==> src/source/qracc_pkg.sv <==
/* Shared widths, buffer sizes, controller state encoding and
   the packed configuration, control and bus structs */
`default_nettype none

package qracc_pkg;

    ////////////////////////////////////////////////////////////////////////////
    // Datapath and memory sizes
    ////////////////////////////////////////////////////////////////////////////
    localparam int act_width      = 8;
    localparam int acc_width      = 24;
    localparam int bus_width      = 32;
    localparam int elems_per_word = bus_width / act_width;
    localparam int act_depth      = 256;
    localparam int act_addr_width = $clog2(act_depth);
    localparam int max_taps       = 16;
    localparam int wt_addr_width  = $clog2(max_taps);

    // Sequencer states, same order as the host sequence
    typedef enum logic [2:0] {
        s_idle         = 3'd0,
        s_load_weights = 3'd1,
        s_load_acts    = 3'd2,
        s_load_scaler  = 3'd3,
        s_compute      = 3'd4,
        s_read_acts    = 3'd5
    } qracc_state_t;

    // Convolution shape, held by the host while busy
    typedef struct packed {
        logic [3:0] ifmap_dimx;
        logic [3:0] ifmap_dimy;
        logic [2:0] filter_x;
        logic [2:0] filter_y;
    } qracc_cfg_t;

    // Per-cycle control from the sequencer
    typedef struct packed {
        logic                      act_ext_wr_en;
        logic [act_addr_width-1:0] act_ext_wr_addr;
        logic                      act_rd_en;
        logic [act_addr_width-1:0] act_rd_addr;
        logic [act_addr_width-1:0] act_int_wr_addr;
        logic                      wt_wr_en;
        logic [wt_addr_width-1:0]  wt_wr_addr;
        logic [wt_addr_width-1:0]  wt_rd_addr;
        logic                      tap_valid;
        logic                      tap_last;
        logic                      scaler_wr_en;
    } qracc_ctrl_t;

    // Host data bus request
    typedef struct packed {
        logic                 valid;
        logic                 wen;
        logic [bus_width-1:0] wdata;
    } qracc_bus_t;

endpackage

`default_nettype wire

==> src/source/qracc_mac_engine.sv <==
/* Signed multiply-accumulate over the taps of one output window */
`default_nettype none

module qracc_mac_engine import qracc_pkg::*; (
    input  logic                 clk,
    input  logic                 nrst,
    input  logic                 clear_i,
    input  logic                 tap_valid_i,
    input  logic                 tap_last_i,
    input  logic [act_width-1:0] act_i,
    input  logic [act_width-1:0] weight_i,
    output logic [acc_width-1:0] sum_o,
    output logic                 sum_valid_o
);

    logic signed [2*act_width-1:0] product;
    logic signed [acc_width-1:0]   acc_q;
    logic signed [acc_width-1:0]   acc_next;
    logic                          sum_valid_q;
    logic [acc_width-1:0]          sum_q;

    assign product  = $signed(act_i) * $signed(weight_i);
    assign acc_next = acc_q + acc_width'(product);

    ////////////////////////////////////////////////////////////////////////////
    // Accumulator
    ////////////////////////////////////////////////////////////////////////////
    always_ff @(posedge clk or negedge nrst) begin
        if (!nrst) begin
            acc_q       <= '0;
            sum_valid_q <= 1'b0;
        end else if (clear_i) begin
            acc_q       <= '0;
            sum_valid_q <= 1'b0;
        end else begin
            sum_valid_q <= tap_valid_i && tap_last_i;
            if (tap_valid_i) begin
                // Restart so the next window follows without a gap
                acc_q <= tap_last_i ? '0 : acc_next;
            end
        end
    end

    // Finished window sum
    always_ff @(posedge clk) begin
        if (tap_valid_i && tap_last_i) begin
            sum_q <= acc_next;
        end
    end

    assign sum_o       = sum_q;
    assign sum_valid_o = sum_valid_q;

endmodule

`default_nettype wire

==> config.mk <==
export PLATFORM = sky130hd
export DESIGN_NAME = qracc_mac_engine
export DESIGN_NICKNAME = d
export VERILOG_FILES = /design/src/source/qracc_pkg.sv /design/src/source/qracc_mac_engine.sv
export SDC_FILE = /design/constraint.sdc
export NUM_CORES = 1
export LEC_CHECK = 0
export BUFFER_PORTS_ARGS = -buffer_cell sky130_fd_sc_hd__buf_2
export CORE_MARGIN = 5
export CORE_UTILIZATION = 45
export DETAILED_ROUTE_END_ITERATION = 10
export HOLD_SLACK_MARGIN = 0.15
export PLACE_DENSITY = 0.73
export SLEW_MARGIN = 15
export SYNTH_ARGS = -nofsm -noshare
export SYNTH_HDL_FRONTEND = slang
export SYNTH_SLANG_ARGS = --single-unit
==> constraint.sdc <==
create_clock -name clk -period 5.8 [get_ports clk]
set_clock_uncertainty 0.1 [all_clocks]
set_input_delay 0.58 -clock clk [delete_from_list [all_inputs] [get_ports clk]]
set_output_delay 0.58 -clock clk [all_outputs]
set_load 0.03 [all_outputs]
### After elaboration in Yosys (flattened, before gate mapping)

Cells that the tools add are included.

* ROM bits: 0
* memory bits (writable): 0
* logic and storage cells: 11
* memories: 0
* latch bits: 0
* bits in registers: 49

* reductions and logical operators: 2
* order comparisons: 0
* div/mod/pow operators: 0
* shifts and indexed selects: 0
* add/subtract/negate cells: 1
* multiplexer cells: 4
* equal/unequal tests: 0
* bitwise gates (word level): 0
* multipliers: 1

Operators with widths (number)
* 24-bit 2-to-1 mux: 3
* 24-bit by 16-bit adder with 24-bit output: 1
* 8-bit by 8-bit multiplier with 16-bit output: 1
* 2-bit nonzero test: 1
* 1-bit logical AND: 1
* 1-bit 2-to-1 mux: 1

### Longest topological paths before layout

* depth in word-level cells: 5
* gate-level depth with buffers: 19
* depth with buffers taken out: 19

### Worst setup path after synthesis

OpenSTA, ideal clock, no wires.

* kind: input port to flip-flop
* from: in weight_i[0]
* to: reg acc_q[16]
* arrival time: 5.395 ns
* buffers on the path: 0
* setup slack: 0.184 ns
* required time: 5.579 ns
* library setup time: 0.121 ns
* stages on the path: 16
* cells stage by stage: and2_1 -> inv_1 -> fa_1 -> inv_1 -> fa_1 -> fa_1 -> fa_1 -> fa_1 -> ha_1 -> o21a_1 -> o31ai_2 -> a21oi_2 -> a41oi_1 -> o21bai_1 -> xor2_1 -> a22o_1

* cells in the longest elaborated chain, start to end: 5

RTL lines
* from (decl): line qracc_mac_engine.sv:11 `input logic [act_width-1:0] weight_i,`
* 8-bit by 8-bit multiplier with 16-bit output: line qracc_mac_engine.sv:22 `assign product = $signed(act_i) * $signed(weight_i);`
* 24-bit by 16-bit adder with 24-bit output: line qracc_mac_engine.sv:23 `assign acc_next = acc_q + acc_width'(product);`
* via acc_next[16]: line qracc_mac_engine.sv:18 `logic signed [acc_width-1:0] acc_next;`
* 24-bit 2-to-1 mux: line qracc_mac_engine.sv:39 `acc_q <= tap_last_i ? '0 : acc_next;`
* 24-bit 2-to-1 mux: line qracc_mac_engine.sv:37 `if (tap_valid_i) begin`
* 24-bit 2-to-1 mux: line qracc_mac_engine.sv:32 `end else if (clear_i) begin`
* to (signal assigned): line qracc_mac_engine.sv:39
* to (decl): line qracc_mac_engine.sv:17 `logic signed [acc_width-1:0] acc_q;`

The timed path passes the listed nets, and every way through them passes these cells. The select of a mux whose other input is x is not followed.
A chain may end at the register's enable or synchronous reset.

### Worst setup path in the final report

* from: in act_i[7]
* to: reg acc_q[22]

* cells in the longest elaborated chain, start to end: 5

RTL lines
* from (decl): line qracc_mac_engine.sv:10 `input logic [act_width-1:0] act_i,`
* 8-bit by 8-bit multiplier with 16-bit output: line qracc_mac_engine.sv:22
* 24-bit by 16-bit adder with 24-bit output: line qracc_mac_engine.sv:23
* via acc_next[22]: line qracc_mac_engine.sv:18
* 24-bit 2-to-1 mux: line qracc_mac_engine.sv:39
* 24-bit 2-to-1 mux: line qracc_mac_engine.sv:37
* 24-bit 2-to-1 mux: line qracc_mac_engine.sv:32

The timed path passes the listed nets, and every way through them passes these cells. The select of a mux whose other input is x is not followed.

==> impl_metrics.csv <==
group,metric,value,unit
status,status,"finished clean",
clock_tree,clkSinkCount,49,
die,die_h,122,µm
route,drtAntennaViolNets,0,
clock_tree,numCtsBuffers,5,
place,hpwl,9.82,mm
synth,yosys_most_used_dff,"dfrtp_1",
synth,synth_area_per_cell,11.8,µm²
worst_hold_path,min_path_type,"primary input to asynchronous set/reset pin",
route,drcViolationCount,0,
sta,slew_headroom,59.5,%
clock_tree,cts_root_buf,"clkbuf_16",
clock_tree,holdBufCountCts,0,
sta,rsz0062_at_grt,"no",
final_layout,seqCellArea,0.00135,mm²
final_layout,fin_cells,711,
synth,synthTopCellsByCount,"fa_1 (104), inv_1 (83), ha_1 (54), and2_1 (37), nand2_1 (28)",
synth,synth-edff-count,24,
final_layout,area_growth_syn_to_layout,11.1,%
synth,async_flop_share,51.0,%
worst_setup_path,r2r_cells,17,
place,portBuffers,45,
die,start_util,45.5,%
clock_tree,clk_pin_slew,0.06,ns
worst_setup_path,r2r_slack,0.88,ns
clock_tree,ctsResizeCount,0,
synth,syn_area,0.00569,mm²
clock_tree,cts_max_path_buffers,2,
die,dieArea,0.0150,mm²
synth,synth-seq-area-share,23.6,%
final_layout,antenna_cells,0,
synth,syn_inst,484,
worst_setup_path,startpoint,"act_i[7]",
sta,setup_violations,0,
grt,grt_pass1_wl,20.4,mm
synth,yosysUniqueCellTypes,39,
sta,tightest_slew,0.608,ns
sta,hold_violations,0,
worst_setup_path,reg2reg_from,"acc_q[6]",
route,num_vias,3688,
synth,synth.largest_area_cell,"fa_1",
grt,track_usage,17.0,%
route,drt-initial-drc-count,188,
final_layout,fin_util,50.5,%
die,chipWidth,122,µm
clock_tree,clock_latency,0.28,ns
sta,whs,0.192,ns
route,wirelength,11.5,mm
grt,antenna_found_initial,0,
grt,globalRouteOverflowTotal,0,
final_layout,drive_gt1_share,13.4,%
worst_setup_path,r2r_end,"acc_q[15]",
final_layout,multi_input_area,0.00402,mm²
worst_setup_path,crit_path_end,"acc_q[22]",
final_layout,fillCellCount,1143,
synth,synth-seq-cells,49,
route,wl_per_cell,16.1,µm
worst_setup_path,startpoint_type,"primary input",
grt,grt_pass1_vias,4275,
place,placedCellCount,703,
clock_tree,post_cts_buffers,0,
route,dr.pass1.iters,4,
worst_setup_path,cp_max_fo,8,
place,place_congestion,0.860,
sta,finalCritPeriodShare,91.5,%
sta,setup_tns,0,ns
worst_setup_path,crit_path_end_kind,"flop",
synth,yosysMostFrequentCell,"fa_1",
synth,synth_nets,663,
clock_tree,cts_tree,"built",
sta,fmax,188,MHz
worst_setup_path,critPathRequiredTime,5.87,ns
worst_setup_path,cp_data_arrival_time,5.38,ns
die,pin_count,46,
worst_setup_path,critPathKind,"primary input to flop",
synth,synth_area_leaders,"fa_1 (37%), edfxtp_1 (13%), ha_1 (12%), dfrtp_1 (11%), inv_1 (5.5%)",
synth,synth_top_area_share,36.6,%
synth,synth_warnings,0,
final_layout,nets,717,
grt,grt_max_degree,26,
die,coreArea,0.0125,mm²
sta,report.final.slew_viol_count,0,
route,via_per_inst,5.19,
clock_tree,htreeDepth,2,
flow_run,cap_viol_max_count,0,
sta,fin_crit,5.31,ns
die,rows,41,
==> cell usage in the layout (no fill, tap or decap), types with 3 or more instances in the layout <==
cell type and n:
xor2_1 6, a21o_1 5, inv_1 83, a22o_1 24, and2_1 36, buf_2 45, xnor2_1 18, dfrtp_1 25
ha_1 54, o21ai_0 6, nand2_1 28, o21bai_1 3, edfxtp_1 24, clkbuf_16 5, buf_4 6, fa_1 104
o21ai_1 3, nor2_1 13, a21oi_1 16, nand2b_1 3
==> worst min-delay path by stage <==
stage,cells after the start,endpoint,startpoint
floorplan,0,acc_q[0],nrst
global placement,1,acc_q[5],acc_q[5]
detailed placement,1,acc_q[5],acc_q[5]
CTS,1,acc_q[20],nrst
global route,1,acc_q[17],nrst
finish,1,acc_q[18],nrst
==> sequential cells by signal (all words and copies together) (netlist names) <==
signal and cells:
acc_q 24, sum_o 24, sum_valid_o 1
==> area by class of cell <==
| class | count | area share [%] |
|---|---|---|
| Multi-Input combinational cell | 347 | 63.6 |
| Sequential cell | 49 | 21.3 |
| Inverter | 84 | 4.98 |
| Timing Repair Buffer | 51 | 4.27 |
| Tap cell | 172 | 3.40 |
| Clock buffer | 7 | 2.41 |
| Clock inverter | 1 | 0.0791 |
==> logic make-up (layout without fill, tap and decap cells) <==
kind of cell / count (synthesis) / after routing / share of synthesized area [%]
simple gates: 90 / 90 / 8.40
fa+ha+maj: 158 / 158 / 48.4
compound gates: 74 / 74 / 9.74
buf+inv: 88 / 143 / 5.80
flops: 49 / 49 / 23.6
xor+xnor: 25 / 25 / 3.98
==> stage by stage <==
| stage | setup slack [ns] | cell area [µm²] |
|---|---|---|
| floorplan | 0.184 | 5690 |
| global placement | 0.324 | 6170 |
| detailed placement | 0.207 | 6170 |
| CTS | 0.501 | 6330 |
| global route | 0.275 | 6330 |
| finish | 0.494 | 6330 |
==> metal layers <==
layer  part of all wire (%)  wire (µm)  track usage (%)
met5                      0          0                0
met4                    2.5        284             3.92
met3                    2.9        328             3.18
met2                     57       6500             32.1
met1                     38       4360             20.1
==> critical path, cell delays in order <==
cell and delay, ns:
buf_2 0.16, nand2_1 0.17, fa_1 0.76, fa_1 0.51, inv_1 0.31, fa_1 0.50
fa_1 0.44, ha_1 0.29, ha_1 0.34, and3_1 0.18, a221o_1 0.38, a211oi_2 0.26
o31ai_2 0.13, xor2_1 0.16, a22o_1 0.20
Power is left out: the tool's default activity adds up to more than one toggle a clock period on the data nets, which glitch-free logic cannot reach.
