`src/source/qracc_pkg.sv`:
```
/* Shared widths, buffer sizes, controller state encoding and
   the packed configuration, control and bus structs */
`default_nettype none

package qracc_pkg;

    ////////////////////////////////////////////////////////////////////////////
    // Datapath and memory sizes
    ////////////////////////////////////////////////////////////////////////////
    localparam int act_width      = 8;
    localparam int acc_width      = 24;
    localparam int bus_width      = 32;
    localparam int elems_per_word = bus_width / act_width;
    localparam int act_depth      = 256;
    localparam int act_addr_width = $clog2(act_depth);
    localparam int max_taps       = 16;
    localparam int wt_addr_width  = $clog2(max_taps);

    // Sequencer states, same order as the host sequence
    typedef enum logic [2:0] {
        s_idle         = 3'd0,
        s_load_weights = 3'd1,
        s_load_acts    = 3'd2,
        s_load_scaler  = 3'd3,
        s_compute      = 3'd4,
        s_read_acts    = 3'd5
    } qracc_state_t;

    // Convolution shape, held by the host while busy
    typedef struct packed {
        logic [3:0] ifmap_dimx;
        logic [3:0] ifmap_dimy;
        logic [2:0] filter_x;
        logic [2:0] filter_y;
    } qracc_cfg_t;

    // Per-cycle control from the sequencer
    typedef struct packed {
        logic                      act_ext_wr_en;
        logic [act_addr_width-1:0] act_ext_wr_addr;
        logic                      act_rd_en;
        logic [act_addr_width-1:0] act_rd_addr;
        logic [act_addr_width-1:0] act_int_wr_addr;
        logic                      wt_wr_en;
        logic [wt_addr_width-1:0]  wt_wr_addr;
        logic [wt_addr_width-1:0]  wt_rd_addr;
        logic                      tap_valid;
        logic                      tap_last;
        logic                      scaler_wr_en;
    } qracc_ctrl_t;

    // Host data bus request
    typedef struct packed {
        logic                 valid;
        logic                 wen;
        logic [bus_width-1:0] wdata;
    } qracc_bus_t;

endpackage

`default_nettype wire

```
`src/source/qracc_weight_mem.sv`:
```
/* Filter weight memory, one byte per tap, registered read */
`default_nettype none

module qracc_weight_mem import qracc_pkg::*; (
    input  logic                     clk,
    input  logic                     nrst,
    input  logic                     wr_en_i,
    input  logic [wt_addr_width-1:0] wr_addr_i,
    input  logic [act_width-1:0]     wr_data_i,
    input  logic [wt_addr_width-1:0] rd_addr_i,
    output logic [act_width-1:0]     rd_data_o
);

    logic [act_width-1:0] mem [max_taps];

    always_ff @(posedge clk) begin
        if (wr_en_i) begin
            mem[wr_addr_i] <= wr_data_i;
        end
    end

    // Read every cycle, the MAC only looks at it on valid taps
    always_ff @(posedge clk or negedge nrst) begin
        if (!nrst) begin
            rd_data_o <= '0;
        end else begin
            rd_data_o <= mem[rd_addr_i];
        end
    end

endmodule

`default_nettype wire

```
`config.mk`:
```
export PLATFORM = sky130hd
export DESIGN_NAME = qracc_weight_mem
export DESIGN_NICKNAME = d
export VERILOG_FILES = /design/src/source/qracc_pkg.sv /design/src/source/qracc_weight_mem.sv
export SDC_FILE = /design/constraint.sdc
export NUM_CORES = 1
export LEC_CHECK = 0
export ABC_CLOCK_PERIOD_IN_PS = 2730
export BUFFER_PORTS_ARGS = -buffer_cell sky130_fd_sc_hd__buf_2
export CORE_AREA = 2 2 145 147
export DETAILED_ROUTE_END_ITERATION = 10
export DIE_AREA = 0 0 147 149
export SYNTH_ARGS = -nofsm -noshare
export SYNTH_HDL_FRONTEND = slang
export SYNTH_SLANG_ARGS = --single-unit
```
`constraint.sdc`:
```
create_clock -name clk -period 2.73 [get_ports clk]
set_clock_uncertainty 0.15 [all_clocks]
set_input_delay 0.546 -clock clk [delete_from_list [all_inputs] [get_ports clk]]
set_output_delay 0.546 -clock clk [all_outputs]
set_load 0.005 [all_outputs]
```
[Yosys cells after proc, flatten, opt, wreduce, memory -nomap -nowiden]
Memories as Yosys holds them, arrays and structs flattened. A register that Yosys moved wholly into a read port is not among the register bits.
Cells that the tools add are included.
Word-level totals
  register bits: 0
  bits of input ports: 19
  bits in writable memories: 128
  word-level logic and storage cells: 4
  output and inout port bits: 8
  memories kept: 1
Operators by class
  muxes and demuxes: 2
  reduce and logical (&&, ||, !) cells: 1
Memories
  mem: words 16, bits a word 8, read ports 1, clocked after Yosys merged registers in 1, write ports 1, line qracc_weight_mem.sv:14  | logic [act_width-1:0] mem [max_taps];
Operators by type and width (number)
  $mux 1: 2
  $logic_not 1->1: 1

[Logic depth before layout (Yosys ltp)]
Gate-level depths: netlist of run 1.
  depth after elaboration: 2
  gate-level depth with buffers: 5
  gate-level depth less buffers: 3

[Worst setup path before layout of run 1]
OpenSTA, ideal clock, no wires.
  path kind: input-to-reg
  start: input wr_addr_i[2]
  end: memory mem[0][0], enable pin
  arrival: 1656 ps
  setup slack: 541 ps
  required time: 2197 ps
  cell stages on the path: 2
  path through: or3b_2 -> nor3_1
RTL lines
  start: declaration: line qracc_weight_mem.sv:8  | input logic [wt_addr_width-1:0] wr_addr_i,
  end: declaration: line qracc_weight_mem.sv:14
Straight into the memory's write port.

==> results of run 1 <==
[metrics by stage]
stage	cell area (um^2)	power [uW]	std cells	utilization (%)	hold WS, ns
2_1_floorplan	5190	2510	229	-	0.100
4_1_cts	6330	4830	572	30.8	0.350
6_report	6330	4780	572	30.8	0.352
5_1_grt	6330	4940	572	30.8	0.364
3_3_place_gp	5740	2610	539	27.9	0.287
3_5_place_dp	5740	2620	539	27.9	0.290
[where the power goes]
part	internal [uW]	switching (uW)	leakage, uW
clock	1290	918	0.000287
sequential	2330	16.8	0.00125
combinational	94.4	130	0.000589
total	3720	1060	0.00213
[sequential cells by signal (all words and copies together) (netlist names)]
signal and cells:
mem 128, rd_data_o 8
[cells in the mapped netlist (2+ instances only)]
library cell and count:
nand2b_1 2, mux4_1 14, nand3b_1 2, nor2_1 13, mux4_2 18, nor3_1 4
a22oi_1 16, clkdlybuf4s25_2 3, edfxtp_1 128, buf_6 3, buf_2 3, nand2_1 9
dfrtp_1 8
[worst max-delay path, cell delays in order]
cell and delay, ns:
buf_2 0.10, buf_12 0.25, mux4_1 0.60, a22oi_1 0.36
nand2_1 0.12
[routing by layer]
metal / GRT usage [%] / routed length [um] / vias to the layer above / part of all wire, %
li1: - / - / 1085 / -
met1: 13.9 / 4840 / 1291 / 46
met2: 16.4 / 5080 / 89 / 48
met3: 2.69 / 609 / 11 / 5.7
met4: 3.17 / 88 / 0 / 0.83
met5: 0 / 0 / - / 0
[cell type report]
type | count | area, um^2
clock inverters | 15 | 154
repair buffers | 46 | 308
clock buffers | 17 | 425
multi-input cells | 83 | 1060
fillers | 2002 | 14200
well taps | 275 | 344
flip-flops and latches | 136 | 4040
[cells by family (layout without fill, tap and decap cells)]
logic type	Yosys count	count (layout)	synth area share (%)
multiplexers	32	32	14.9
flip-flops	136	136	78.0
AND/OR/NAND/NOR	35	35	3.16
AO/OA/AOI/OAI	16	16	2.32
buffers and inverters	10	78	1.66
[worst max path at each step]
| stage | to | cells after the start | startpoint | slack [ns] |
|---|---|---|---|---|
| 2_1_floorplan | mem[0][0]$_DFFE_PP_ | 2 | wr_addr_i[2] | 0.54 |
| 3_3_place_gp | rd_data_o[3]$_DFF_PN0_ | 5 | rd_addr_i[0] | 0.47 |
| 3_5_place_dp | rd_data_o[3]$_DFF_PN0_ | 5 | rd_addr_i[0] | 0.40 |
| 4_1_cts | rd_data_o[3]$_DFF_PN0_ | 5 | rd_addr_i[0] | 0.84 |
| 5_1_grt | rd_data_o[3]$_DFF_PN0_ | 5 | rd_addr_i[0] | 0.76 |
| 6_report | rd_data_o[3]$_DFF_PN0_ | 5 | rd_addr_i[0] | 0.86 |
[repair_timing]
action | in CTS | in global routing
hold buffers | 1 | 0
endpoints found under the hold margin | 8 | 0
resized for setup | 0 | 0
==> impl_metrics.tcl, run 1 <==
set metrics [dict create \
    gp_congestion 0.739 \
    start_util_pct 25.2 \
    layout_common_cells "128 x edfxtp_1, 26 x buf_2, 18 x mux4_2" \
    clock_latency_ns 0.42 \
    holdPathStages 1 \
    worst_pin_slew_ns 0.854 \
    grt_overflow 0 \
    critical_path_required_ns 2.86 \
    timing.final.crit_share_pct 68.5 \
    setup_violations 0 \
    setup_tns_ns 0 \
    drtIter0Drc 203 \
    rr_worst_depth 3 \
    drtPass1Iterations 4 \
    mostFrequentLayoutCell "edfxtp_1" \
    synth_warnings 0 \
    grt_pass1_vias 2644 \
    yosys.area.top_type "edfxtp_1" \
    cts_buffer_depth 2 \
    rows 53 \
    crit_fanout 32 \
    outcome "finished clean" \
    synth-edff-count 128 \
    cp.arrival_ns 2.00 \
    cts_setup_buffers 0 \
    place_ws_ns 0.397 \
    wire_per_inst_um 18.6 \
    vias_per_cell 4.33 \
    dp_hpwl_um 7090 \
    drc 0 \
    grt_max_degree 33 \
    hold_violations 0 \
    ir_drop_uv 459 \
    cts.sinks 136 \
    critPathCaptureType "flip-flop" \
    drive_gt1_share_pct 32.3 \
    max_clock_freq_mhz 535 \
    port_buffers 26 \
    rsz0062_at_grt "false" \
    drv_slew 0 \
    pin_count 27 \
    syn_avg_cell_area_um2 22.7 \
    power.leakage_uw 0.00213 \
    synth-seq-cells 136 \
    r2r_start "mem[1][3]$_DFFE_PP_" \
    wirelength_um 10600 \
    worst_slack_ns 0.860 \
    drtAntennaViolNets 0 \
    power_density_mw_per_mm2 755 \
    die_w_um 147 \
    reg2reg_slack_ns 1.08 \
    async_flop_share_pct 5.88 \
    syn_inst 229 \
    core-area_mm2 0.0206 \
    vias 2476 \
    synth_area_leaders "edfxtp_1 74%, mux4_2 7.8%, mux4_1 7.1%, dfrtp_1 3.9%, a22oi_1 2.3%" \
    cts-htree-levels 4 \
    cts_buffers 17 \
    cap_violations 0 \
    synth_nets 248 \
    grt_pass1_wl_um 16200 \
    timing.rr.end "rd_data_o[3]$_DFF_PN0_" \
    die_h_um 149 \
    area_growth_syn_to_layout_pct 22.1 \
    path_class "in2reg" \
    ys.flop_type "edfxtp_1" \
    hp-start "wr_data_i[4]" \
    antenna_cells 0 \
    synth_top_area_share_pct 74.1 \
    yosys.cell_types.count 19 \
    cts_tree "yes" \
    yosysSeqAreaShare_pct 78.0 \
    period_minus_slack_ns 1.87 \
    cts-root-buf "clkbuf_16" \
    maxSlewHeadroom_pct 42.9 \
    antenna_found_initial 0 \
    nets 303 \
    grt_usage_pct 10.3 \
    min_path_type "in2reg" \
    hold_path_end "mem[4][4]$_DFFE_PP_" \
    synth_area_mm2 0.00519 \
    dieArea_mm2 0.0219 \
    path_clk_slew_ns 0.07 \
    startpoint_type "input port" \
]
Note: power is estimated with default switching activity, not from simulation.
==> inputs of run 2 (changes only) <==
Settings changed: ABC_CLOCK_PERIOD_IN_PS 2730 to 1750.
Clock period 2.73 ns to 1.75 ns, I/O delays scaled along.
==> impl_metrics.tcl, run 2 (synthesis results as in run 1) <==
set metrics [dict create \
    wirelength_um 10800 \
    pin_count 27 \
    dp_hpwl_um 7080 \
    cts-root-buf "clkbuf_16" \
    power_frac_clock_pct 45.6 \
    fin_area_mm2 0.00647 \
    reg2reg_slack_ns 0.21 \
    cts_tree "yes" \
    layout_common_cells "128 x edfxtp_1, 26 x buf_2, 26 x buf_4" \
    p_comb_share_pct 5.1 \
    hp-start "wr_data_i[5]" \
    postCtsHoldBufs 1 \
    wl_met1_um 4980 \
    grt_usage_pct 10.5 \
    cts_buffers 17 \
    drc 0 \
    largest_reg_flops 128 \
    crit_fanout 9 \
    setup.worst_path.start "rd_addr_i[0]" \
    maxSlewHeadroom_pct 49.2 \
    p_int_uw 5860 \
    top_register "mem" \
    timing.final.crit_share_pct 89.0 \
    place_ws_ns -0.247 \
    path_clk_slew_ns 0.06 \
    area_growth_syn_to_layout_pct 24.7 \
    switching_share_pct 21.3 \
    drive_gt1_share_pct 35.0 \
    die_w_um 147 \
    cp.arrival_ns 1.69 \
    drtAntennaViolNets 0 \
    die_h_um 149 \
    startpoint_type "input port" \
    power_switching_uw 1580 \
    start_util_pct 25.2 \
    critical_path_required_ns 1.88 \
    power.leakage_uw 0.00219 \
    outcome "finished clean" \
    rows 53 \
    min_path_type "in2reg" \
    wl_met3_um 799 \
    gp_congestion 0.722 \
    cts-htree-levels 4 \
    port_buffers 26 \
    grt_pass1_vias 2680 \
    wire_per_inst_um 18.5 \
    route.top_layer_used "met4" \
    cap_violations 0 \
    r2r_start "mem[7][7]$_DFFE_PP_" \
    drv_slew 0 \
    rsz0062_at_grt "false" \
    nets 315 \
    worst_slack_ns 0.192 \
    setup_tns_ns 0 \
    critPathCaptureType "flip-flop" \
    grt_pass1_wl_um 16700 \
    cts_setup_buffers 0 \
    worst_pin_slew_ns 0.760 \
    wl_met2_um 4890 \
    max_clock_freq_mhz 642 \
    power_density_mw_per_mm2 1150 \
    core-area_mm2 0.0206 \
    period_minus_slack_ns 1.56 \
    ir_drop_uv 710 \
    path_class "in2reg" \
    vias_per_cell 4.35 \
    mostFrequentLayoutCell "edfxtp_1" \
    vias 2548 \
    clock_latency_ns 0.41 \
    placed_cell_area_mm2 0.00588 \
    dieArea_mm2 0.0219 \
    cts.sinks 136 \
    p_seq_share_pct 49.3 \
    grt_max_degree 24 \
    setup_violations 0 \
    reg.largest.list "mem x128, rd_data_o x8" \
    drtIter0Drc 186 \
    grt_overflow 0 \
    hold_violations 0 \
    antenna_found_initial 2 \
    ctsResizeCount 0 \
    cts_buffer_depth 2 \
    drtPass1Iterations 4 \
]
-- run 2: worst paths after layout --
path                       cells after the start                endpoint
setup / recovery                               6  rd_data_o[3]$_DFF_PN0_
hold / removal                                 1    mem[13][5]$_DFFE_PP_
setup reg to reg                               3  rd_data_o[7]$_DFF_PN0_
hold reg to reg                                3  rd_data_o[6]$_DFF_PN0_
max in group asynchronous                      2  rd_data_o[4]$_DFF_PN0_
min in group asynchronous                      2  rd_data_o[0]$_DFF_PN0_
-- run 2: worst max-delay path: stages --
cell and delay, ns:
buf_2 0.15, buf_12 0.16, buf_12 0.12, mux4_1 0.54
a22oi_1 0.29, nand2_1 0.08
-- run 2: stage by stage --
step | power [uW] | util, % | hold WS, ns | cells
final | 7450 | 31.5 | 0.171 | 586
after global routing | 7690 | 31.4 | 0.173 | 584
after CTS | 7520 | 31.4 | 0.160 | 584
after detailed placement | 4120 | 28.6 | 0.0773 | 551
after global placement | 4110 | 28.6 | 0.0824 | 551
after floorplan | 3910 | - | -0.0956 | 229
-- run 2: per-layer routing --
layer  track usage (%)  vias to the layer above
met5                 0                        -
met2              15.9                       81
met3              3.85                       16
met1              14.0                     1337
met4              3.80                        0
li1                  -                     1114
-- run 2: cell type report --
type,instances,area (um^2)
fillers,1986,14100
flip-flops and latches,136,4040
multi-input cells,83,1060
clock buffers,20,457
repair buffers,58,435
well taps,275,344
clock inverters,12,120
diodes,2,5.00
-- run 2: power groups by stage --
stage          clock network (uW)  registers [uW]  logic, uW
4_1_cts                      3460            3670        389
3_5_place_dp                    0            3740        385
3_3_place_gp                    0            3740        375
5_1_grt                      3600            3680        419
6_report                     3390            3670        382
2_1_floorplan                   0            3730        186
==> inputs of run 3 (changes only) <==
Settings changed: REMOVE_ABC_BUFFERS set to 1.
==> impl_metrics.tcl, run 3 (synthesis results as in run 1) <==
set metrics [dict create \
    outcome "finished clean" \
    cap_violations 0 \
    startpoint_type "input port" \
    layout_common_cells "128 x edfxtp_1, 34 x buf_4, 26 x buf_2" \
    fillerInstances 1998 \
    maxSlewHeadroom_pct 57.9 \
    r2r_start "mem[1][5]$_DFFE_PP_" \
    cp.arrival_ns 1.77 \
    grt_max_degree 17 \
    grt_usage_pct 10.6 \
    clock_latency_ns 0.41 \
    cts.sinks 136 \
    cts-root-buf "clkbuf_16" \
    cts-htree-levels 4 \
    rsz0062_at_grt "false" \
    drtPass1Iterations 5 \
    drtIter0Drc 265 \
    min_path_type "in2async" \
    multi_input_area_mm2 0.00106 \
    worst_path_max_delay_cell "mux4_2" \
    top_register "mem" \
    grt_overflow 0 \
    mostFrequentLayoutCell "edfxtp_1" \
    crit_fanout 9 \
    reg.largest.list "mem x128, rd_data_o x8" \
    cts_buffers 17 \
    drv_slew 0 \
    final_util_pct 31.6 \
    setup_violations 0 \
    cts_tree "yes" \
    path_class "in2reg" \
    vias 2533 \
    pin_count 27 \
    rows 53 \
    antenna_cells 0 \
    cts_buffer_depth 2 \
    drc 0 \
    grt_pass1_vias 2724 \
    timing.final.crit_share_pct 93.5 \
    regArea_mm2 0.00404 \
    ir_drop_uv 782 \
    drtAntennaViolNets 0 \
    die_h_um 149 \
    rr_worst_depth 3 \
    start_util_pct 25.2 \
    drive_gt1_share_pct 35.6 \
    hold_violations 0 \
    p_total_uw 7590 \
    timing.rr.end "rd_data_o[5]$_DFF_PN0_" \
    max_clock_freq_mhz 611 \
    critPathMaxStageDelay_ns 0.52 \
    gp_congestion 0.748 \
    wirelength_um 10900 \
    die_w_um 147 \
    path_cells "buf_2 > buf_12 > buf_4 > mux4_2 > a22oi_1 > nand2_1" \
    power_density_mw_per_mm2 1170 \
    port_buffers 26 \
    period_minus_slack_ns 1.64 \
    reg2reg_slack_ns 0.16 \
    nets 321 \
    dp_hpwl_um 7460 \
    critical_path_required_ns 1.88 \
    wire_per_inst_um 18.5 \
    critPathCaptureType "flip-flop" \
    dieArea_mm2 0.0219 \
    area_growth_syn_to_layout_pct 25.2 \
    core-area_mm2 0.0206 \
    setup.worst_path.start "rd_addr_i[0]" \
    largest_reg_flops 128 \
    vias_per_cell 4.29 \
    antenna_found_initial 0 \
    worst_pin_slew_ns 0.630 \
    path_clk_slew_ns 0.06 \
    grt_pass1_wl_um 16700 \
    power.leakage_uw 0.00221 \
    cts_setup_buffers 0 \
]
run 3: how the worst max path moves through the flow:
stage                                   to  depth (start not counted)
detailed placement  rd_data_o[7]$_DFF_PN0_                          6
finish              rd_data_o[5]$_DFF_PN0_                          6
global placement    rd_data_o[7]$_DFF_PN0_                          6
floorplan              mem[0][0]$_DFFE_PP_                          2
global route        rd_data_o[4]$_DFF_PN0_                          4
CTS                 rd_data_o[7]$_DFF_PN0_                          4
run 3: repair_timing:
action                                 CTS  global route
resized for setup                        0             1
hold buffers                             1             0
endpoints found under the hold margin    8             0
setup endpoints to repair                0             1
run 3: per-stage QoR:
step	setup TNS [ns]	hold slack, ns	cell area [um^2]	setup slack [ns]	instances
2_1_floorplan	-2.00	-0.0956	5100	-0.243	219
3_3_place_gp	-2.07	0.0658	5890	-0.297	557
3_5_place_dp	-2.34	0.0669	5890	-0.311	557
4_1_cts	0	0.171	6490	0.0632	590
5_1_grt	0	0.191	6490	0.0443	590
6_report	0	0.175	6490	0.114	590
run 3: routing by layer:
| layer | vias to the layer above | global-route usage (%) | share of wire (%) |
|---|---|---|---|
| met1 | 1328 | 14.9 | 45 |
| met3 | 4 | 3.03 | 8.5 |
| met5 | - | 0 | 0 |
| met2 | 83 | 16.0 | 46 |
| li1 | 1118 | - | - |
| met4 | 0 | 3.08 | 0.27 |
run 3: cell type report:
cell class / instances / share of cell area [%]
sequential: 136 / 62.3
multi-input combinational: 83 / 16.4
timing repair buffer: 64 / 7.01
clock buffer: 19 / 6.67
tap: 275 / 5.30
clock inverter: 13 / 2.37
run 3: worst max-delay path: cells and delay by family:
| kind | cells | cell delay (ns) |
|---|---|---|
| AND/OR/NAND/NOR | 1 | 0.11 |
| AO/OA/AOI/OAI | 1 | 0.33 |
| buffers and inverters | 3 | 0.46 |
| multiplexers | 1 | 0.52 |
run 3: where the power goes:
group | leakage (uW) | internal [uW] | switching, uW
logic | 0.000680 | 179 | 215
registers | 0.00125 | 3640 | 22.3
clock network | 0.000281 | 2230 | 1300
