$ cat src/source/qracc_pkg.sv
/* Shared widths, buffer sizes, controller state encoding and
   the packed configuration, control and bus structs */
`default_nettype none

package qracc_pkg;

    ////////////////////////////////////////////////////////////////////////////
    // Datapath and memory sizes
    ////////////////////////////////////////////////////////////////////////////
    localparam int act_width      = 8;
    localparam int acc_width      = 24;
    localparam int bus_width      = 32;
    localparam int elems_per_word = bus_width / act_width;
    localparam int act_depth      = 256;
    localparam int act_addr_width = $clog2(act_depth);
    localparam int max_taps       = 16;
    localparam int wt_addr_width  = $clog2(max_taps);

    // Sequencer states, same order as the host sequence
    typedef enum logic [2:0] {
        s_idle         = 3'd0,
        s_load_weights = 3'd1,
        s_load_acts    = 3'd2,
        s_load_scaler  = 3'd3,
        s_compute      = 3'd4,
        s_read_acts    = 3'd5
    } qracc_state_t;

    // Convolution shape, held by the host while busy
    typedef struct packed {
        logic [3:0] ifmap_dimx;
        logic [3:0] ifmap_dimy;
        logic [2:0] filter_x;
        logic [2:0] filter_y;
    } qracc_cfg_t;

    // Per-cycle control from the sequencer
    typedef struct packed {
        logic                      act_ext_wr_en;
        logic [act_addr_width-1:0] act_ext_wr_addr;
        logic                      act_rd_en;
        logic [act_addr_width-1:0] act_rd_addr;
        logic [act_addr_width-1:0] act_int_wr_addr;
        logic                      wt_wr_en;
        logic [wt_addr_width-1:0]  wt_wr_addr;
        logic [wt_addr_width-1:0]  wt_rd_addr;
        logic                      tap_valid;
        logic                      tap_last;
        logic                      scaler_wr_en;
    } qracc_ctrl_t;

    // Host data bus request
    typedef struct packed {
        logic                 valid;
        logic                 wen;
        logic [bus_width-1:0] wdata;
    } qracc_bus_t;

endpackage

`default_nettype wire

$ cat src/source/qracc_controller.sv
/* Sequencing FSM with load pointers, convolution window counters
   and the per-state control decode */
`default_nettype none

module qracc_controller import qracc_pkg::*; (
    input  logic         clk,
    input  logic         nrst,
    input  qracc_cfg_t   cfg_i,
    input  logic         start_i,
    input  logic         clear_i,
    input  qracc_bus_t   bus_i,
    input  logic         result_valid_i,
    output qracc_ctrl_t  ctrl_o,
    output logic         bus_rd_valid_o,
    output logic         busy_o
);

    logic bus_wr;
    logic bus_rd;
    logic [3:0] out_x;
    logic [3:0] out_y;
    logic [4:0] n_taps;
    logic [act_addr_width-1:0] ifmap_size;
    logic [act_addr_width-1:0] n_out;
    qracc_state_t state_q;
    qracc_state_t state_d;
    logic [wt_addr_width-1:0] wt_ptr_q;
    logic [act_addr_width-1:0] act_wr_ptr_q;
    logic [act_addr_width-1:0] ofmap_start_q;
    logic [act_addr_width-1:0] out_ptr_q;
    logic [act_addr_width-1:0] rd_ptr_q;
    logic [2:0] fx_q;
    logic [2:0] fy_q;
    logic [3:0] ox_q;
    logic [3:0] oy_q;
    logic issue_done_q;
    logic issuing;
    logic window_end;
    logic tap_valid_q;
    logic tap_last_q;
    logic bus_rd_valid_q;
    logic leaving;
    logic [act_addr_width-1:0] ifmap_rd_addr;
    logic [wt_addr_width-1:0] weight_rd_addr;

    assign bus_wr     = bus_i.valid && bus_i.wen;
    assign bus_rd     = bus_i.valid && !bus_i.wen;
    assign out_x      = cfg_i.ifmap_dimx - 4'(cfg_i.filter_x) + 4'd1;
    assign out_y      = cfg_i.ifmap_dimy - 4'(cfg_i.filter_y) + 4'd1;
    assign n_taps     = 5'(cfg_i.filter_x) * 5'(cfg_i.filter_y);
    assign ifmap_size = act_addr_width'(cfg_i.ifmap_dimx) * act_addr_width'(cfg_i.ifmap_dimy);
    assign n_out      = act_addr_width'(out_x) * act_addr_width'(out_y);
    assign issuing    = (state_q == s_compute) && !issue_done_q;
    assign window_end = (fx_q == cfg_i.filter_x - 3'd1) && (fy_q == cfg_i.filter_y - 3'd1);
    assign leaving    = (state_d != state_q);
    assign busy_o     = (state_q != s_idle);
    assign bus_rd_valid_o = bus_rd_valid_q;

    // (oy+fy)*dimx + ox + fx and fy*filter_x + fx
    assign ifmap_rd_addr = act_addr_width'(oy_q + 4'(fy_q)) * act_addr_width'(cfg_i.ifmap_dimx)
                         + act_addr_width'(ox_q) + act_addr_width'(fx_q);
    assign weight_rd_addr = wt_addr_width'(fy_q) * wt_addr_width'(cfg_i.filter_x)
                          + wt_addr_width'(fx_q);

    ////////////////////////////////////////////////////////////////////////////
    // State machine
    ////////////////////////////////////////////////////////////////////////////
    always_comb begin
        state_d = state_q;
        case (state_q)
            s_idle:         if (start_i) state_d = s_load_weights;
            s_load_weights: if (bus_wr && {1'b0, wt_ptr_q} == n_taps - 5'd1)
                                state_d = s_load_acts;
            s_load_acts:    if (bus_wr && act_wr_ptr_q + act_addr_width'(elems_per_word) >= ifmap_size)
                                state_d = s_load_scaler;
            s_load_scaler:  if (bus_wr) state_d = s_compute;
            s_compute:      if (result_valid_i && out_ptr_q == n_out - 1'b1)
                                state_d = s_read_acts;
            s_read_acts:    if (bus_rd && rd_ptr_q == n_out - 1'b1) state_d = s_idle;
            default:        state_d = s_idle;
        endcase
        if (clear_i) state_d = s_idle;
    end

    always_ff @(posedge clk or negedge nrst) begin
        if (!nrst) begin
            state_q <= s_idle;
        end else begin
            state_q <= state_d;
        end
    end

    // Control decode, everything inactive by default
    always_comb begin
        ctrl_o = '0;
        ctrl_o.tap_valid       = tap_valid_q;
        ctrl_o.tap_last        = tap_last_q;
        ctrl_o.act_int_wr_addr = ofmap_start_q + out_ptr_q;
        case (state_q)
            s_load_weights: begin
                ctrl_o.wt_wr_en   = bus_wr;
                ctrl_o.wt_wr_addr = wt_ptr_q;
            end
            s_load_acts: begin
                ctrl_o.act_ext_wr_en   = bus_wr;
                ctrl_o.act_ext_wr_addr = act_wr_ptr_q;
            end
            s_load_scaler: ctrl_o.scaler_wr_en = bus_wr;
            s_compute: begin
                ctrl_o.act_rd_en   = issuing;
                ctrl_o.act_rd_addr = ifmap_rd_addr;
                ctrl_o.wt_rd_addr  = weight_rd_addr;
            end
            s_read_acts: begin
                ctrl_o.act_rd_en   = bus_rd;
                ctrl_o.act_rd_addr = ofmap_start_q + rd_ptr_q;
            end
            default: ;
        endcase
    end

    ////////////////////////////////////////////////////////////////////////////
    // Pointers, rewound on every state exit
    ////////////////////////////////////////////////////////////////////////////
    always_ff @(posedge clk or negedge nrst) begin
        if (!nrst) begin
            wt_ptr_q       <= '0;
            act_wr_ptr_q   <= '0;
            ofmap_start_q  <= '0;
            out_ptr_q      <= '0;
            rd_ptr_q       <= '0;
            tap_valid_q    <= 1'b0;
            tap_last_q     <= 1'b0;
            bus_rd_valid_q <= 1'b0;
        end else if (clear_i) begin
            wt_ptr_q       <= '0;
            act_wr_ptr_q   <= '0;
            ofmap_start_q  <= '0;
            out_ptr_q      <= '0;
            rd_ptr_q       <= '0;
            tap_valid_q    <= 1'b0;
            tap_last_q     <= 1'b0;
            bus_rd_valid_q <= 1'b0;
        end else begin
            // Align with the registered memory reads
            tap_valid_q    <= issuing;
            tap_last_q     <= issuing && window_end;
            bus_rd_valid_q <= (state_q == s_read_acts) && bus_rd;
            case (state_q)
                s_load_weights: begin
                    if (leaving) wt_ptr_q <= '0;
                    else if (bus_wr) wt_ptr_q <= wt_ptr_q + 1'b1;
                end
                s_load_acts: begin
                    if (leaving) begin
                        act_wr_ptr_q  <= '0;
                        ofmap_start_q <= act_wr_ptr_q + act_addr_width'(elems_per_word);
                    end else if (bus_wr) begin
                        act_wr_ptr_q <= act_wr_ptr_q + act_addr_width'(elems_per_word);
                    end
                end
                s_compute: begin
                    if (leaving) out_ptr_q <= '0;
                    else if (result_valid_i) out_ptr_q <= out_ptr_q + 1'b1;
                end
                s_read_acts: begin
                    if (leaving) rd_ptr_q <= '0;
                    else if (bus_rd) rd_ptr_q <= rd_ptr_q + 1'b1;
                end
                default: ;
            endcase
        end
    end

    // Window counters, fx fastest and oy slowest
    always_ff @(posedge clk or negedge nrst) begin
        if (!nrst) begin
            {fx_q, fy_q, ox_q, oy_q} <= '0;
            issue_done_q <= 1'b0;
        end else if (clear_i || state_q != s_compute) begin
            {fx_q, fy_q, ox_q, oy_q} <= '0;
            issue_done_q <= 1'b0;
        end else if (!issue_done_q) begin
            if (fx_q != cfg_i.filter_x - 3'd1) begin
                fx_q <= fx_q + 3'd1;
            end else begin
                fx_q <= '0;
                if (fy_q != cfg_i.filter_y - 3'd1) begin
                    fy_q <= fy_q + 3'd1;
                end else begin
                    fy_q <= '0;
                    if (ox_q != out_x - 4'd1) begin
                        ox_q <= ox_q + 4'd1;
                    end else begin
                        ox_q <= '0;
                        if (oy_q != out_y - 4'd1) begin
                            oy_q <= oy_q + 4'd1;
                        end else begin
                            oy_q         <= '0;
                            issue_done_q <= 1'b1;
                        end
                    end
                end
            end
        end
    end

endmodule

`default_nettype wire

$ cat config.mk
export PLATFORM = sky130hd
export DESIGN_NAME = qracc_controller
export DESIGN_NICKNAME = d
export VERILOG_FILES = /design/src/source/qracc_pkg.sv /design/src/source/qracc_controller.sv
export SDC_FILE = /design/constraint.sdc
export NUM_CORES = 1
export LEC_CHECK = 0
export ABC_AREA = 1
export BUFFER_PORTS_ARGS = -buffer_cell sky130_fd_sc_hd__buf_2
export CAP_MARGIN = 15
export CORE_MARGIN = 8
export CORE_UTILIZATION = 35
export DETAILED_ROUTE_END_ITERATION = 10
export REMOVE_ABC_BUFFERS = 1
export SETUP_SLACK_MARGIN = 0.3
export SKIP_LAST_GASP = 1
export SYNTH_ARGS = -nofsm -noshare
export SYNTH_HDL_FRONTEND = slang
export SYNTH_SLANG_ARGS = --single-unit
$ cat constraint.sdc
create_clock -name clk -period 7.3 [get_ports clk]
set_clock_uncertainty 0.15 [all_clocks]
set_input_delay 0.365 -clock clk [delete_from_list [all_inputs] [get_ports clk]]
set_output_delay 0.365 -clock clk [all_outputs]
set_load 0.02 [all_outputs]
Word-level counts from Yosys, hierarchy flattened
Cells that the tools add are included.
{"block": "classes", "n_addsub": 24, "multipliers": 5, "order_cmp": 1, "n_eq_ne": 20, "muxes": 59, "reduce_logical": 31}
{"cell": "8-bit two-way mux", "count": 15}
{"cell": "4-bit two-way mux", "count": 16}
{"cell": "3-bit two-way mux", "count": 14}
{"cell": "4-bit by 1-bit adder with 4-bit output, second input constant", "count": 5}
{"cell": "3-bit case mux with 6 select lines", "count": 1}
{"cell": "9-bit case mux with 2 select lines", "count": 1}
{"cell": "8-bit by 1-bit adder with 8-bit output, second input constant", "count": 2}
{"cell": "8-bit adder", "count": 2}
{"cell": "8-bit equality test", "count": 2}
{"cell": "4-bit by 4-bit multiplier with 8-bit output", "count": 2}
{"cell": "2-bit AND reduction", "count": 6}
{"cell": "3-bit nonzero test", "count": 4}
{"cell": "1-bit logical AND", "count": 10}
{"cell": "1-bit two-way mux", "count": 10}
{"cell": "2-bit nonzero test", "count": 5}
{"cell": "9-bit two-way mux", "count": 1}
{"cell": "3-bit != test", "count": 3}
{"cell": "8-bit by 3-bit adder with 8-bit output", "count": 1}
{"cell": "8-bit by 3-bit adder with 8-bit output, second input constant", "count": 1}
{"cell": "8-bit by 4-bit adder with 8-bit output", "count": 1}
{"cell": "8-bit >= comparator", "count": 1}
{"cell": "5-bit by 4-bit multiplier with 8-bit output", "count": 1}
{"cell": "4-bit != test", "count": 2}
{"cell": "4-bit by 1-bit subtractor with 4-bit output, second input constant", "count": 2}
{"cell": "other kinds (23)", "count": 32}
{"block": "totals", "reg_bits": 57, "out_inout_bits": 40}

Longest topological paths before layout
{"block": "logic_depth", "ltp_word": 13, "mapped_depth": 35, "depth_no_buf": 34}

Least setup slack after synthesis
OpenSTA, ideal clock, no wires.
{"block": "synth_path", "kind": "input to register", "start": "in cfg_i[11] (netlist name)", "end": "reg wt_ptr_q[3]", "setup_ns": 0.065, "arrival_time_ns": 4.772, "required_ns": 7.085, "slack_ns": 2.313, "path_stages": 34, "n_path_buf": 2, "cell_sequence": "clkbuf_1 > inv_1 > ha_1 > inv_1 > ha_1 > inv_1 > fa_1 > inv_1 > nand2_1 > ha_1 > fa_1 > inv_1 > ha_1 > ha_1 > inv_1 > nand2_2 > nand3_2 > nand2_1 > nand2_1 > nand3_1 > nand2_1 > inv_1 > nand3_1 > nand2_2 > nand2_1 > nand2_1 > nand2_1 > nand2_1 > inv_2 > nand3_4 > buf_12 > nor2_2 > nand2_1 > nand2_1"}
{"block": "synth_via", "elab_chain_cells": 13}
{"element": "from (decl)", "line_no": "qracc_controller.sv:8", "rtl": "input qracc_cfg_t cfg_i,"}
{"element": "4-bit by 3-bit subtractor with 4-bit output", "line_no": "qracc_controller.sv:48", "rtl": "assign out_x = cfg_i.ifmap_dimx - 4'(cfg_i.filter_x) + 4'd1;"}
{"element": "4-bit by 1-bit adder with 4-bit output", "line_no": "qracc_controller.sv:48"}
{"element": "4-bit by 4-bit multiplier with 8-bit output", "line_no": "qracc_controller.sv:52", "rtl": "assign n_out = act_addr_width'(out_x) * act_addr_width'(out_y);"}
{"element": "8-bit by 1-bit subtractor with 8-bit output", "line_no": "qracc_controller.sv:77, qracc_controller.sv:79"}
{"element": "8-bit equality test (on tied branches)", "line_no": "qracc_controller.sv:79, qracc_controller.sv:77"}
{"element": "1-bit logical AND (on tied branches)", "line_no": "qracc_controller.sv:79, qracc_controller.sv:77"}
{"element": "3-bit two-way mux (on tied branches)", "line_no": "qracc_controller.sv:79, qracc_controller.sv:77"}
{"element": "3-bit case mux with 6 select lines (*)", "line_no": "qracc_controller.sv:70", "rtl": "case (state_q)"}
{"element": "3-bit two-way mux (*)", "line_no": "qracc_controller.sv:82", "rtl": "if (clear_i) state_d = s_idle;"}
{"element": "3-bit != test (*)", "line_no": "qracc_controller.sv:55", "rtl": "assign leaving = (state_d != state_q);"}
{"element": "4-bit two-way mux", "line_no": "qracc_controller.sv:151", "rtl": "if (leaving) wt_ptr_q <= '0;"}
{"element": "4-bit two-way mux", "line_no": "qracc_controller.sv:149", "rtl": "case (state_q)"}
{"element": "4-bit two-way mux", "line_no": "qracc_controller.sv:135", "rtl": "end else if (clear_i) begin"}
{"element": "to (signal assigned)", "line_no": "qracc_controller.sv:152", "rtl": "else if (bus_wr) wt_ptr_q <= wt_ptr_q + 1'b1;"}
{"element": "to (decl)", "line_no": "qracc_controller.sv:27", "rtl": "logic [wt_addr_width-1:0] wt_ptr_q;"}
Mark *: on every way between the ends. The rest lies on a longest branch, timed or not. The select of a mux whose other input is x is not followed.
A chain may end at the register's enable or synchronous reset.

Final worst setup path
{"block": "layout_path", "start": "in cfg_i[7] (netlist name)", "end": "reg rd_ptr_q[7]"}
{"block": "layout_via", "elab_chain_cells": 13}
{"element": "4-bit by 3-bit subtractor with 4-bit output", "line_no": "qracc_controller.sv:49", "rtl": "assign out_y = cfg_i.ifmap_dimy - 4'(cfg_i.filter_y) + 4'd1;"}
{"element": "4-bit by 1-bit adder with 4-bit output", "line_no": "qracc_controller.sv:49"}
{"element": "4-bit by 4-bit multiplier with 8-bit output", "line_no": "qracc_controller.sv:52"}
{"element": "8-bit by 1-bit subtractor with 8-bit output", "line_no": "qracc_controller.sv:77, qracc_controller.sv:79"}
{"element": "8-bit equality test (on tied branches)", "line_no": "qracc_controller.sv:79, qracc_controller.sv:77"}
{"element": "1-bit logical AND (on tied branches)", "line_no": "qracc_controller.sv:79, qracc_controller.sv:77"}
{"element": "3-bit two-way mux (on tied branches)", "line_no": "qracc_controller.sv:79, qracc_controller.sv:77"}
{"element": "3-bit case mux with 6 select lines (*)", "line_no": "qracc_controller.sv:70"}
{"element": "3-bit two-way mux (*)", "line_no": "qracc_controller.sv:82"}
{"element": "3-bit != test (*)", "line_no": "qracc_controller.sv:55"}
{"element": "8-bit two-way mux", "line_no": "qracc_controller.sv:167", "rtl": "if (leaving) rd_ptr_q <= '0;"}
{"element": "8-bit two-way mux", "line_no": "qracc_controller.sv:149"}
{"element": "8-bit two-way mux", "line_no": "qracc_controller.sv:135"}
{"element": "to (signal assigned)", "line_no": "qracc_controller.sv:168", "rtl": "else if (bus_rd) rd_ptr_q <= rd_ptr_q + 1'b1;"}
{"element": "to (decl)", "line_no": "qracc_controller.sv:31", "rtl": "logic [act_addr_width-1:0] rd_ptr_q;"}
Marked as above.

==> run metrics <==
final number of hold-violating endpoints 0; Die X approximately 160 µm; Clock Path Buffers 2; Worst slew margin 0.4623; Synth top area share 0.1893; Clock Pin Slew Worst Setup and Hold Paths around 0.07 ns; Final min period ~5.5 ns; EDFF count, synth 0; pwr dens approximately 170 nW/µm²; final std cell area, no fill roughly 7800 µm²; footprint of the multi-input gates 4921 µm²; Pwr Total around 1300 µW; Max Fclk 180.8 MHz; RSZ-0062 raised after global routing false; First DRT Iteration DRCs 304; TritonCTS Buffers 5; I/O pin count 93; Final Util 0.3893; CTS tree built; uppermost routed layer met4; clock root buffer clkbuf_16; area growth from synthesis to layout 9.677%; top post-synthesis cells by count nand2_1 (252), inv_1 (197), ha_1 (97); number of vias per cell approximately 4.7; Data arrival, critical path about 5.6 ns; RePlAce Congestion 0.8274; Syn Area/Cell 7.059 µm²; Critical-path top delay cell fa_1; first-pass GRT wire length between 30 and 40 mm; Setup violations, final 0; WL/cell 12.87 µm; CP Class in2reg; vias 6239; Cell Rows 52; vias in the first global route around 6200; Worst-Margin Slew 0.8065 ns; required time of the critical path between 7 and 8 ns; synth warn 0; Lkg Pwr 0.004509 µW; initial antenna violation count 0; FF/Latch Area between 1000 and 1500 µm²; Startpoint Class input pin; Worst setup EP type flip-flop; pin count of the biggest net entering global routing 55; worst min path class in2async; post-synthesis sequential area ratio 0.1893; worst-path maximum fanout 16; Sink Count 54; Initial Util 0.3550; Async SR Flop Fraction 1.000; main flop type after synthesis dfrtp_1; WL met2 just over 8 mm; Fin Setup TNS 0 ns; Resized cells post-CTS 0; Mapped Area 7137 µm²; Port Buffer Count between 50 and 60; fraction of layout cells with a size suffix above 1 0.1153; Synth Instances a little over 1000; DIE HEIGHT around 160 µm; Yosys reg bits 54; DR WL met3 between 400 and 500 µm; area of placed instances 7691 µm²; status complete, no violations; wl on met1 between 8 and 9 mm; CTS Hold Bufs 0; clock latency at the later pin of the worst-skew pair roughly 0.3 ns; ANT nets after route 0; GRT overflow 0; Die Area roughly 25000 µm²; post-synth top area cell dfrtp_1; HPWL Detailed between 10 and 15 mm; count leader, synth nand2_1; DRT Pass-1 Iters 4; Core Region 20100 µm²; CP peak stage delay roughly 0.48 ns; GR Util All Layers 0.1423; final wirelength about 17 mm; Tcrit/Tclk final 0.7575; number of max-capacitance violations reported 0; Max Slew Vio Count 0; Synth cell types 48; top cells by area, synth dfrtp_1 (19%), ha_1 (17%), nand2_1 (13%), inv_1 (10%), fa_1 (8.7%); # DRC 0; # H-tree levels 2; Nets 1248; maximum vdd drop 108.3 µV; CP most frequent cell nand2_1; Layout fillers 2170; number of setup buffers added after CTS 0; Inserted Diodes 0
==> report_power, final <==
part,switching [µW],total [µW],leakage (µW),internal [µW]
Combinational,472,751,0.00370,279
Clock,118,244,0.0000629,126
Sequential,18.0,327,0.000747,309
==> cells by family (layout without fill, tap and decap cells) <==
family / count (synthesis) / after routing / synth area share
AND/OR/NAND/NOR: 473 / 473 / 0.2945
buffers and inverters: 219 / 274 / 0.1217
adder cells (fa/ha/maj): 128 / 128 / 0.2570
AO/OA/AOI/OAI: 74 / 74 / 0.05979
XOR/XNOR: 62 / 62 / 0.07714
flip-flops: 54 / 54 / 0.1893
other: 1 / 2 / 0.0005254
==> worst max-delay path, delay by kind of cell <==
kind / cells / cell delay (ns)
fa+ha+maj: 7 / 2.28
simple gates: 17 / 2.03
buf+inv: 7 / 0.59
xor+xnor: 1 / 0.34
==> flip-flops by register name, summed over array words and instances (netlist names) <==
signal,cells
ofmap_start_q,7
state_q,3
fy_q,3
fx_q,3
wt_ptr_q,4
oy_q,4
act_wr_ptr_q,6
rd_ptr_q,8
tap_last_q,1
ox_q,4
tap_valid_q,1
out_ptr_q,8
bus_rd_valid_o,1
issue_done_q,1
==> cell type report <==
cell class              count  area share
multi-input cells         739      0.6287
clock buffers               6     0.01646
repair buffers             59     0.03804
inverters                 208      0.1001
well taps                 270     0.04316
flip-flops and latches     54      0.1726
clock inverters             1   0.0009591
==> routing by layer <==
metal  vias up  global-route usage
met5         -                   0
met4         0             0.04459
met3        18             0.01861
met2        83              0.2432
met1      2894              0.1828
li1       3244                   -
==> cell usage in the layout, fill, tap and decap left out, types with 3 or more instances in the layout <==
| cell | netlist | final |
|---|---|---|
| nand2_1 | 252 | 252 |
| inv_1 | 197 | 197 |
| ha_1 | 97 | 97 |
| nor2_1 | 85 | 85 |
| nand3_1 | 67 | 67 |
| buf_2 | 1 | 58 |
| dfrtp_1 | 54 | 54 |
| xor2_1 | 45 | 45 |
| a21oi_1 | 33 | 33 |
| fa_1 | 31 | 31 |
| o21ai_0 | 18 | 18 |
| nor2_2 | 17 | 17 |
| xnor2_1 | 16 | 16 |
| nand2_2 | 12 | 12 |
| inv_2 | 9 | 9 |
| nor3_1 | 9 | 9 |
| o21ai_1 | 6 | 6 |
| nand4_1 | 5 | 5 |
| clkbuf_16 | 0 | 5 |
| nor3_2 | 4 | 4 |
| nand3b_1 | 4 | 4 |
| o22ai_1 | 3 | 3 |
| nand3_2 | 3 | 3 |
| or2_2 | 3 | 3 |
| a32o_1 | 3 | 3 |
| a22o_1 | 3 | 3 |
| nand2_4 | 3 | 3 |
==> metrics by stage <==
step,worst slack (ns),cells,hold WS (ns)
finish,1.770,1337,0.06660
global route,1.235,1337,0.1432
CTS,1.731,1337,0.1067
detailed placement,1.408,1330,0.3745
global placement,1.439,1330,0.3730
floorplan,2.333,1001,-0.08059
==> path summary, 6_finish.rpt <==
check                                 from        endpoint  slack [ns]  depth (start not counted)
hold / removal                        nrst     tap_valid_q        0.07                          2
setup reg to reg           act_wr_ptr_q[2]     rd_ptr_q[7]        3.94                         20
hold reg to reg               issue_done_q      tap_last_q        0.39                          1
max in group asynchronous             nrst     wt_ptr_q[2]        6.38                          2
min in group clk                   clear_i  bus_rd_valid_o        0.32                          2
setup / recovery                  cfg_i[7]     rd_ptr_q[7]        1.77                         32
Note: power is estimated with default switching activity, not from simulation.
